$ cat src/router_consts.svh
`ifndef ROUTER_CONSTS_SVH
`define ROUTER_CONSTS_SVH

// ------------------------------------------------------------
// message format
// ------------------------------------------------------------
`define MSG_W        128     // bits per message
`define AGE_LIMIT    8'h40   // oldest age still forwarded
`define BCAST_DST    8'hFF   // destination byte for broadcast

// ------------------------------------------------------------
// local delivery
// ------------------------------------------------------------
`define LFIFO_DEPTH  4       // messages held for the host

// ------------------------------------------------------------
// host register map
// ------------------------------------------------------------
// 0x00..0x0F is the byte window onto the message
`define REG_POP      8'h10   // rd: fifo not empty, wr: pop
`define REG_SEND     8'h12   // rd: send pending, wr: start send

`endif
$ cat src/busPkg.sv
package busPkg;

    // host to node
    typedef struct packed {
        logic       cyc;    // cycle in progress
        logic       stb;    // strobe
        logic       we;     // write enable
        logic [7:0] adr;
        logic [7:0] dat;
    } busReq_t;

    // node to host
    typedef struct packed {
        logic       ack;
        logic [7:0] dat;
    } busRsp_t;

endpackage

$ cat src/msgPkg.sv
package msgPkg;

    // ------------------------------------------------------------
    // message layout, MSB first
    // ------------------------------------------------------------
    typedef struct packed {
        logic [2:0]  dstX;      // destination column
        logic        padX;
        logic [2:0]  dstY;      // destination row
        logic        padY;
        logic [7:0]  src;
        logic [31:0] route;     // hop record, two bits per hop
        logic [7:0]  ctrl;      // routing mode
        logic [7:0]  age;       // hops taken so far
        logic [63:0] payload;
    } msg_t;

    // control byte values, anything else is discarded
    typedef enum logic [7:0] {
        CTRL_NORMAL = 8'h00,    // x first, then y
        CTRL_FORCED = 8'h01     // follow the route record
    } ctrlMode_e;

    // hop code stored in the route record
    typedef enum logic [1:0] {
        DIR_LOCAL = 2'b00,
        DIR_X     = 2'b01,
        DIR_Y     = 2'b10
    } routeDir_t;

endpackage

$ cat src/hostRegs.sv
`include "router_consts.svh"

module hostRegs
    import msgPkg::*;
    import busPkg::*;
(
    input  logic    clk_i,
    input  logic    rst_i,
    input  busReq_t bus_i,
    output busRsp_t bus_o,
    input  msg_t    fifoHead_i,
    input  logic    fifoEmpty_i,
    output logic    fifoPop_o,
    output msg_t    txMsg_o,
    output logic    sendReq_o,
    input  logic    sendTaken_i
);

    logic              access;
    logic              wrEn;
    logic              winHit;      // byte window 0x00..0x0F
    logic              sendPending;
    logic [`MSG_W-1:0] txBits;
    logic [`MSG_W-1:0] headBits;
    logic [7:0]        rdData;

    assign access   = bus_i.cyc && bus_i.stb;
    assign wrEn     = access && bus_i.we;
    assign winHit   = (bus_i.adr[7:4] == 4'h0);
    assign headBits = fifoHead_i;

    assign fifoPop_o = wrEn && (bus_i.adr == `REG_POP) && !fifoEmpty_i;
    assign sendReq_o = sendPending;
    assign txMsg_o   = msg_t'(txBits);

    // ------------------------------------------------------------
    // read side
    // ------------------------------------------------------------
    always_comb begin
        rdData = 8'h00;
        if (winHit)
            rdData = headBits[{bus_i.adr[3:0], 3'b000} +: 8];
        else if (bus_i.adr == `REG_POP)
            rdData = {7'b0, !fifoEmpty_i};
        else if (bus_i.adr == `REG_SEND)
            rdData = {7'b0, sendPending};
    end

    always_comb begin
        bus_o.ack = access;     // single cycle, no wait states
        bus_o.dat = rdData;
    end

    // ------------------------------------------------------------
    // write side
    // ------------------------------------------------------------
    always_ff @(posedge clk_i) begin
        if (rst_i) begin
            sendPending <= 1'b0;
        end else begin
            if (sendTaken_i)
                sendPending <= 1'b0;
            else if (wrEn && (bus_i.adr == `REG_SEND))
                sendPending <= 1'b1;
        end
    end

    // message frozen while the engine may still copy it
    always_ff @(posedge clk_i) begin
        if (wrEn && winHit && !sendPending)
            txBits[{bus_i.adr[3:0], 3'b000} +: 8] <= bus_i.dat;
    end

endmodule

$ cat src/linkRx.sv
`include "router_consts.svh"

module linkRx
    import msgPkg::*;
(
    input  logic clk_i,
    input  logic rst_i,
    input  logic rxd_i,         // serial line, idles high
    input  logic take_i,        // engine copies msg_o
    output msg_t msg_o,
    output logic dataPresent_o
);

    localparam int CNT_W = $clog2(`MSG_W + 1);
    localparam logic [CNT_W-1:0] STOP_POS = CNT_W'(`MSG_W);

    logic              busy;        // inside a frame
    logic [CNT_W-1:0]  bitCnt;      // data bits collected
    logic [`MSG_W-1:0] shiftReg;
    logic              atStop;
    logic              accept;

    assign atStop = busy && (bitCnt == STOP_POS);
    // full buffer drops the frame unless it is emptied this cycle
    assign accept = atStop && rxd_i && (!dataPresent_o || take_i);

    // ------------------------------------------------------------
    // frame control
    // ------------------------------------------------------------
    always_ff @(posedge clk_i) begin
        if (rst_i) begin
            busy          <= 1'b0;
            bitCnt        <= '0;
            dataPresent_o <= 1'b0;
        end else begin
            if (take_i)
                dataPresent_o <= 1'b0;
            if (!busy) begin
                if (!rxd_i) begin       // start bit
                    busy   <= 1'b1;
                    bitCnt <= '0;
                end
            end else if (atStop) begin
                busy <= 1'b0;           // bad stop bit just drops the frame
                if (accept)
                    dataPresent_o <= 1'b1;
            end else begin
                bitCnt <= bitCnt + 1'b1;
            end
        end
    end

    // lsb arrives first, so shift in from the top
    always_ff @(posedge clk_i) begin
        if (busy && !atStop)
            shiftReg <= {rxd_i, shiftReg[`MSG_W-1:1]};
        if (accept)
            msg_o <= msg_t'(shiftReg);
    end

endmodule

$ cat src/linkTx.sv
`include "router_consts.svh"

module linkTx
    import msgPkg::*;
(
    input  logic clk_i,
    input  logic rst_i,
    input  logic load_i,        // only while empty_o is high
    input  msg_t msg_i,
    output logic txd_o,
    output logic empty_o
);

    localparam int CNT_W = $clog2(`MSG_W + 3);
    localparam logic [CNT_W-1:0] LAST_DATA = CNT_W'(`MSG_W);
    localparam logic [CNT_W-1:0] STOP_POS  = CNT_W'(`MSG_W + 1);

    logic [CNT_W-1:0]  bitCnt;
    logic [`MSG_W-1:0] shiftReg;
    logic              dataPhase;

    assign dataPhase = !empty_o && (bitCnt != '0) && (bitCnt <= LAST_DATA);

    // ------------------------------------------------------------
    // sequencing: gap, start, 128 data, stop, then empty again
    // ------------------------------------------------------------
    always_ff @(posedge clk_i) begin
        if (rst_i) begin
            txd_o   <= 1'b1;
            empty_o <= 1'b1;
            bitCnt  <= '0;
        end else if (empty_o) begin
            txd_o <= 1'b1;              // idle line
            if (load_i) begin
                empty_o <= 1'b0;
                bitCnt  <= '0;
            end
        end else begin
            bitCnt <= bitCnt + 1'b1;
            if (bitCnt == '0)
                txd_o <= 1'b0;          // start bit
            else if (bitCnt <= LAST_DATA)
                txd_o <= shiftReg[0];
            else if (bitCnt == STOP_POS)
                txd_o <= 1'b1;          // stop bit
            else
                empty_o <= 1'b1;
        end
    end

    always_ff @(posedge clk_i) begin
        if (empty_o && load_i)
            shiftReg <= msg_i;
        else if (dataPhase)
            shiftReg <= shiftReg >> 1;  // lsb first
    end

endmodule

$ cat src/localFifo.sv
`include "router_consts.svh"

module localFifo
    import msgPkg::*;
#(
    parameter int DEPTH = `LFIFO_DEPTH
) (
    input  logic clk_i,
    input  logic rst_i,
    input  logic push_i,
    input  msg_t pushMsg_i,
    input  logic pop_i,
    output msg_t head_o,        // oldest entry
    output logic empty_o,
    output logic full_o
);

    localparam int PTR_W = (DEPTH > 1) ? $clog2(DEPTH) : 1;
    localparam int CNT_W = $clog2(DEPTH + 1);
    localparam logic [PTR_W-1:0] LAST_IDX = PTR_W'(DEPTH - 1);

    msg_t             mem [DEPTH];
    logic [PTR_W-1:0] wrPtr;
    logic [PTR_W-1:0] rdPtr;
    logic [CNT_W-1:0] count;
    logic             doPush;
    logic             doPop;

    assign doPush  = push_i && !full_o;
    assign doPop   = pop_i && !empty_o;
    assign empty_o = (count == '0);
    assign full_o  = (count == CNT_W'(DEPTH));
    assign head_o  = mem[rdPtr];

    always_ff @(posedge clk_i) begin
        if (rst_i) begin
            wrPtr <= '0;
            rdPtr <= '0;
            count <= '0;
        end else begin
            if (doPush)
                wrPtr <= (wrPtr == LAST_IDX) ? '0 : wrPtr + 1'b1;
            if (doPop)
                rdPtr <= (rdPtr == LAST_IDX) ? '0 : rdPtr + 1'b1;
            if (doPush && !doPop)
                count <= count + 1'b1;
            else if (doPop && !doPush)
                count <= count - 1'b1;
        end
    end

    always_ff @(posedge clk_i) begin
        if (doPush)
            mem[wrPtr] <= pushMsg_i;
    end

endmodule

$ cat src/routeEngine.sv
`include "router_consts.svh"

module routeEngine
    import msgPkg::*;
(
    input  logic       clk_i,
    input  logic       rst_i,
    input  logic [2:0] nodeX_i,
    input  logic [2:0] nodeY_i,
    input  msg_t       rxXMsg_i,
    input  logic       rxXPresent_i,
    output logic       rxXTake_o,
    input  msg_t       rxYMsg_i,
    input  logic       rxYPresent_i,
    output logic       rxYTake_o,
    output logic       txXLoad_o,
    output msg_t       txXMsg_o,
    input  logic       txXEmpty_i,
    output logic       txYLoad_o,
    output msg_t       txYMsg_o,
    input  logic       txYEmpty_i,
    output logic       fifoPush_o,
    output msg_t       fifoMsg_o,
    input  logic       fifoFull_i,
    input  msg_t       hostMsg_i,
    input  logic       hostReq_i,
    output logic       hostTaken_o
);

    typedef enum logic [1:0] {IDLE, DECIDE, BCAST_X, BCAST_Y} engState_e;

    engState_e  state;
    msg_t       cur;            // message being routed
    logic       isBcast;
    logic       modeOk;         // known control byte
    routeDir_t  dir;
    logic [31:0] fwdRoute;
    msg_t       fwdMsg;
    msg_t       bcXMsg;
    msg_t       bcYMsg;
    logic       deciding;

    function automatic msg_t aged(msg_t m);
        msg_t r;
        r     = m;
        r.age = m.age + 8'd1;
        return r;
    endfunction

    // ------------------------------------------------------------
    // arbitration: x link, y link, host
    // ------------------------------------------------------------
    assign rxXTake_o   = (state == IDLE) && rxXPresent_i;
    assign rxYTake_o   = (state == IDLE) && !rxXPresent_i && rxYPresent_i;
    assign hostTaken_o = (state == IDLE) && !rxXPresent_i && !rxYPresent_i && hostReq_i;

    // ------------------------------------------------------------
    // routing decision
    // ------------------------------------------------------------
    assign isBcast = ({cur.dstX, cur.padX, cur.dstY, cur.padY} == `BCAST_DST);

    always_comb begin
        dir      = DIR_LOCAL;
        fwdRoute = cur.route;
        modeOk   = 1'b1;
        case (cur.ctrl)
            CTRL_NORMAL: begin
                if (cur.dstX != nodeX_i) begin
                    dir      = DIR_X;
                    fwdRoute = {cur.route[29:0], DIR_X};
                end else if (cur.dstY != nodeY_i) begin
                    dir      = DIR_Y;
                    fwdRoute = {cur.route[29:0], DIR_Y};
                end
            end
            CTRL_FORCED: begin
                if (cur.route[31:30] == DIR_X || cur.route[31:30] == DIR_Y) begin
                    dir      = routeDir_t'(cur.route[31:30]);
                    fwdRoute = {cur.route[29:0], 2'b00};    // consume one hop
                end
            end
            default: modeOk = 1'b0;
        endcase
    end

    always_comb begin
        fwdMsg       = cur;
        fwdMsg.route = fwdRoute;
        bcXMsg       = cur;
        bcXMsg.route = {cur.route[29:0], DIR_X};
        bcYMsg       = cur;
        bcYMsg.route = {cur.route[29:0], DIR_Y};
    end

    assign deciding  = (state == DECIDE) && modeOk;
    assign txXMsg_o  = isBcast ? bcXMsg : fwdMsg;
    assign txYMsg_o  = isBcast ? bcYMsg : fwdMsg;
    assign fifoMsg_o = cur;

    // dispatch only into a free target
    assign txXLoad_o  = txXEmpty_i && ((deciding && (isBcast || dir == DIR_X))
                                      || state == BCAST_X);
    assign txYLoad_o  = txYEmpty_i && ((deciding && !isBcast && dir == DIR_Y)
                                      || state == BCAST_Y);
    assign fifoPush_o = !fifoFull_i && deciding && !isBcast && dir == DIR_LOCAL;

    // ------------------------------------------------------------
    // state machine
    // ------------------------------------------------------------
    always_ff @(posedge clk_i) begin
        if (rst_i) begin
            state <= IDLE;
        end else begin
            case (state)
                IDLE: begin
                    if (rxXPresent_i)
                        state <= (rxXMsg_i.age > `AGE_LIMIT) ? IDLE : DECIDE;
                    else if (rxYPresent_i)
                        state <= (rxYMsg_i.age > `AGE_LIMIT) ? IDLE : DECIDE;
                    else if (hostReq_i)
                        state <= DECIDE;
                end
                DECIDE: begin
                    if (!modeOk)
                        state <= IDLE;          // unknown control byte
                    else if (isBcast)
                        state <= txXEmpty_i ? BCAST_Y : BCAST_X;
                    else if (txXLoad_o || txYLoad_o || fifoPush_o)
                        state <= IDLE;
                end
                BCAST_X: if (txXEmpty_i) state <= BCAST_Y;
                BCAST_Y: if (txYEmpty_i) state <= IDLE;
                default: state <= IDLE;
            endcase
        end
    end

    // host messages keep their age
    always_ff @(posedge clk_i) begin
        if (rxXTake_o)
            cur <= aged(rxXMsg_i);
        else if (rxYTake_o)
            cur <= aged(rxYMsg_i);
        else if (hostTaken_o)
            cur <= hostMsg_i;
    end

endmodule

$ cat src/routerNode.sv
module routerNode
    import msgPkg::*;
    import busPkg::*;
(
    input  logic       clk_i,
    input  logic       rst_i,
    input  logic [2:0] nodeX_i,     // mesh position
    input  logic [2:0] nodeY_i,
    input  busReq_t    bus_i,
    output busRsp_t    bus_o,
    input  logic       rxdX_i,
    input  logic       rxdY_i,
    output logic       txdX_o,
    output logic       txdY_o
);

    // ------------------------------------------------------------
    // interconnect
    // ------------------------------------------------------------
    msg_t rxXMsg, rxYMsg;
    logic rxXPresent, rxYPresent, rxXTake, rxYTake;
    msg_t txXMsg, txYMsg;
    logic txXLoad, txYLoad, txXEmpty, txYEmpty;
    msg_t fifoIn, fifoHead;
    logic fifoPush, fifoPop, fifoEmpty, fifoFull;
    msg_t hostMsg;
    logic hostReq, hostTaken;

    linkRx rxX (
        .clk_i(clk_i), .rst_i(rst_i), .rxd_i(rxdX_i), .take_i(rxXTake),
        .msg_o(rxXMsg), .dataPresent_o(rxXPresent)
    );

    linkRx rxY (
        .clk_i(clk_i), .rst_i(rst_i), .rxd_i(rxdY_i), .take_i(rxYTake),
        .msg_o(rxYMsg), .dataPresent_o(rxYPresent)
    );

    linkTx txX (
        .clk_i(clk_i), .rst_i(rst_i), .load_i(txXLoad), .msg_i(txXMsg),
        .txd_o(txdX_o), .empty_o(txXEmpty)
    );

    linkTx txY (
        .clk_i(clk_i), .rst_i(rst_i), .load_i(txYLoad), .msg_i(txYMsg),
        .txd_o(txdY_o), .empty_o(txYEmpty)
    );

    localFifo fifo (
        .clk_i(clk_i), .rst_i(rst_i),
        .push_i(fifoPush), .pushMsg_i(fifoIn), .pop_i(fifoPop),
        .head_o(fifoHead), .empty_o(fifoEmpty), .full_o(fifoFull)
    );

    hostRegs regs (
        .clk_i(clk_i), .rst_i(rst_i), .bus_i(bus_i), .bus_o(bus_o),
        .fifoHead_i(fifoHead), .fifoEmpty_i(fifoEmpty), .fifoPop_o(fifoPop),
        .txMsg_o(hostMsg), .sendReq_o(hostReq), .sendTaken_i(hostTaken)
    );

    routeEngine engine (
        .clk_i(clk_i), .rst_i(rst_i), .nodeX_i(nodeX_i), .nodeY_i(nodeY_i),
        .rxXMsg_i(rxXMsg), .rxXPresent_i(rxXPresent), .rxXTake_o(rxXTake),
        .rxYMsg_i(rxYMsg), .rxYPresent_i(rxYPresent), .rxYTake_o(rxYTake),
        .txXLoad_o(txXLoad), .txXMsg_o(txXMsg), .txXEmpty_i(txXEmpty),
        .txYLoad_o(txYLoad), .txYMsg_o(txYMsg), .txYEmpty_i(txYEmpty),
        .fifoPush_o(fifoPush), .fifoMsg_o(fifoIn), .fifoFull_i(fifoFull),
        .hostMsg_i(hostMsg), .hostReq_i(hostReq), .hostTaken_o(hostTaken)
    );

endmodule

$ cat config.mk
export PLATFORM = sky130hd
export DESIGN_NAME = routerNode
export DESIGN_NICKNAME = d
export VERILOG_FILES = /design/src/busPkg.sv /design/src/msgPkg.sv /design/src/hostRegs.sv /design/src/linkRx.sv /design/src/linkTx.sv /design/src/localFifo.sv /design/src/routeEngine.sv /design/src/routerNode.sv
export VERILOG_INCLUDE_DIRS = /design/src
export SDC_FILE = /design/constraint.sdc
export NUM_CORES = 2
export LEC_CHECK = 0
export ABC_AREA = 1
export BUFFER_PORTS_ARGS = -buffer_cell sky130_fd_sc_hd__clkbuf_2
export CAP_MARGIN = 15
export CORE_MARGIN = 2
export CORE_UTILIZATION = 45
export CTS_BUF_LIST = sky130_fd_sc_hd__clkbuf_8 sky130_fd_sc_hd__clkbuf_16
export DETAILED_ROUTE_END_ITERATION = 8
export PLACE_DENSITY = 0.64
export SLEW_MARGIN = 10
export SYNTH_ARGS = -nofsm -noshare
export SYNTH_HDL_FRONTEND = slang
export SYNTH_SLANG_ARGS = --single-unit
$ cat constraint.sdc
create_clock -name clk_i -period 11.9 [get_ports clk_i]
set_clock_uncertainty 0.1 [all_clocks]
set_input_delay 2.38 -clock clk_i [delete_from_list [all_inputs] [get_ports clk_i]]
set_output_delay 2.38 -clock clk_i [all_outputs]
set_load 0.01 [all_outputs]
==> impl_metrics.ini <==
[worst_setup_path]
cp.required_ns = 9.42
worst-path-max-fanout = 35
reg2regPathDepth = 13
critPathArrivalTime_ns = 6.17
crit_path_start = bus_i[9]
r2r-end = fifo.mem[0][105]
cp-end-kind = output pin
ff2ff_setup_slack_ns = 6.81
worstReg2RegStart = engine.fifoMsg_o[75]
critPathKind = in -> out
cp-endpoint = bus_o[0]
start_kind = input port

[flow_run]
cap_violations = 0

[synth]
yosys_warnings = 0
async_flop_share_pct = 0
yosys.cell_types.count = 54
synth_edf_count = 1536
ys_ff_latch = 1588
syn_inst = 4524
synth-seq-area-share_pct = 76.8
synthFlopType = edfxtp_1
syn-num-nets = 4580
netlist_area_mm2 = 0.0614
syn_avg_cell_area_um2 = 13.6

[cts]
h-tree-depth = 4
cts_setup_buffers = 0
clock_sinks = 1588
holdBufCountCts = 0
cts_tree = yes
clk_pin_slew_worst_paths_ns = 0.06
cts_root_buffer = clkbuf_16
cts_buffer_depth = 3
cts_resized = 0
cts_made_buffers = 160
insertion_delay_ns = 0.78

[cells_and_area]
finalNonFillerCells = 6445
num-nets-final = 4589
fin_area_mm2 = 0.0682
layout-drive-gt1-share_pct = 9.48
area_growth_pct = 11.1

[drt]
ant_nets = 0
routed_wl_um = 149000
vias = 35900
drtPass1Iterations = 5
via_per_inst = 5.56
routedWlPerCell_um = 23.1
drt_iter0_drc = 4869
drc = 0

[grt]
grt_usage_pct = 21.1
grt_max_degree = 180
grt_pass1_vias = 33900
grt_pass1_wl_um = 220000
antenna_found_initial = 9
grt.overflow.total = 0

[sta]
worst_pin_slew_ns = 1.17
setup_viol = 0
maxSlewHeadroom_pct = 21.7
hold_viol = 0
finalWorstSetupSlack_ns = 3.25
min_period_ns = 8.65
setup-tns-final_ns = 0
timing.final.crit_share_pct = 72.7
grt_setup_unrepaired = no
clock.fmax_mhz = 116
drv_slew = 0

[placed_design]
gp_congestion = 0.912
dp_hpwl_um = 94700
place_ws_ns = 3.40
portBuffers = 39
dp_cells = 6152
dpl_cell_area_mm2 = 0.0631

[power]
p_leak_nw = 23.7
p_total_w = 0.0112
power.density_mw_per_mm2 = 164
irDropWorstVdd_mv = 0.159

[floorplan]
chipWidth_um = 373
design.core.area_mm2 = 0.135
initial_utilization_pct = 45.3
ios = 40
dieHeight_um = 373
dieArea_mm2 = 0.139
rows = 135

[min_path]
hold_path.class = reg -> reg

[run_status]
outcome = completed
-- flip-flops by register name (all words and copies together), names as in the netlist, 3 cells and up, named ones only --
register          flops
engine.fifoMsg_o    128
rxX.msg_o           128
rxX.shiftReg        128
txY.shiftReg        128
regs.txMsg_o        128
txY.bitCnt            8
txX.bitCnt            8
txX.shiftReg        128
fifo.count            3
rxX.bitCnt            8
rxY.bitCnt            8
rxY.shiftReg        128
rxY.msg_o           128
fifo.mem            512
-- cells by family after synthesis --
family | Yosys count | synth area share, %
and+or+nand+nor | 1398 | 9.21
buffers and inverters | 591 | 4.34
DFF | 1588 | 76.8
adders and majority gates | 27 | 0.562
xor gates and xnor gates | 12 | 0.171
AOI/OAI and AO/OA | 908 | 8.91
-- cell usage in the layout (no fill, tap or decap), types with 14 or more instances in the layout --
cell type  instances
a21oi_1          132
buf_4             31
clkbuf_16        164
clkbuf_2          39
clkinv_1          38
clkinv_2          23
dfxtp_1           50
edfxtp_1        1536
ha_1              26
inv_1            372
inv_2             15
nand2_1          707
nand3_1          157
nor2_1           433
nor3_1            42
o211ai_1          14
o21ai_0          312
o21ai_1          129
o21ai_2           80
o221ai_1          53
o22ai_1          110
o32ai_1           30
-- through the flow --
stage / utilization [%] / hold slack (ns)
after floorplan: - / 0.300
after global placement: 46.6 / 0.304
after detailed placement: 46.6 / 0.305
after CTS: 50.3 / 0.320
after global routing: 50.3 / 0.332
final: 50.3 / 0.317
-- how the worst min path moves through the flow --
stage                     depth (start not counted)            start  slack [ns]            to
after floorplan                                   0  rxX.shiftReg[0]        0.30  rxX.msg_o[0]
after global placement                            0  rxY.shiftReg[0]        0.30  rxY.msg_o[0]
after detailed placement                          0  rxY.shiftReg[0]        0.31  rxY.msg_o[0]
after CTS                                         0  rxY.shiftReg[0]        0.32  rxY.msg_o[0]
after global routing                              0  rxX.shiftReg[0]        0.33  rxX.msg_o[0]
final                                             0  rxX.shiftReg[0]        0.32  rxX.msg_o[0]
-- synth_stat cells (all sizes together) (5+ instances only) --
cell / n / share of area, %
o31ai: 5 / 0.061
nor3: 45 / 0.39
a21oi: 135 / 1.1
dfxtp: 52 / 1.7
clkbuf: 97 / 0.59
nand2: 714 / 4.4
o22ai: 110 / 1.1
xor2: 9 / 0.13
o21ai: 522 / 4.7
edfxtp: 1536 / 75
o221ai: 53 / 0.76
a211oi: 8 / 0.11
nand3: 159 / 1.3
o211ai: 14 / 0.17
o32ai: 30 / 0.43
buf: 134 / 1.5
a221oi: 8 / 0.11
a31oi: 5 / 0.051
nor4: 10 / 0.10
nor2: 451 / 2.8
ha: 26 / 0.53
inv: 356 / 2.2
nand4: 13 / 0.13
-- power breakdown --
group	switching, W	internal [W]	total (W)
logic	0.000117	0.0000276	0.000144
registers	0.0000300	0.00614	0.00617
clock network	0.00208	0.00279	0.00487
total	0.00223	0.00896	0.0112
-- worst max-delay path, stage by stage --
cell,delay [ns]
clkbuf_2,0.60
inv_1,0.70
nand2_1,0.25
inv_1,0.81
nand3_1,0.17
nand2_1,0.10
nor2_1,0.05
nand2_1,0.06
nand3_1,0.09
a31oi_1,0.64
clkbuf_2,0.25
-- metal layers --
metal	wire [um]	vias to the layer above	global-route usage, %
met1	64800	17700	31.5
met3	13400	238	3.81
met5	26	-	0
met2	66700	1558	31.4
li1	-	16300	-
met4	4110	4	6.62
-- cell type report --
type,instances,area (um2)
sequential,1588,47200
tap,1781,2230
inverter,360,1360
fill,11400,67300
timing repair buffer,78,588
clock buffer,172,4210
multi-input combinational,2345,11700
antenna,1,2.50
clock inverter,120,908
(Power assumes the default switching activity.)
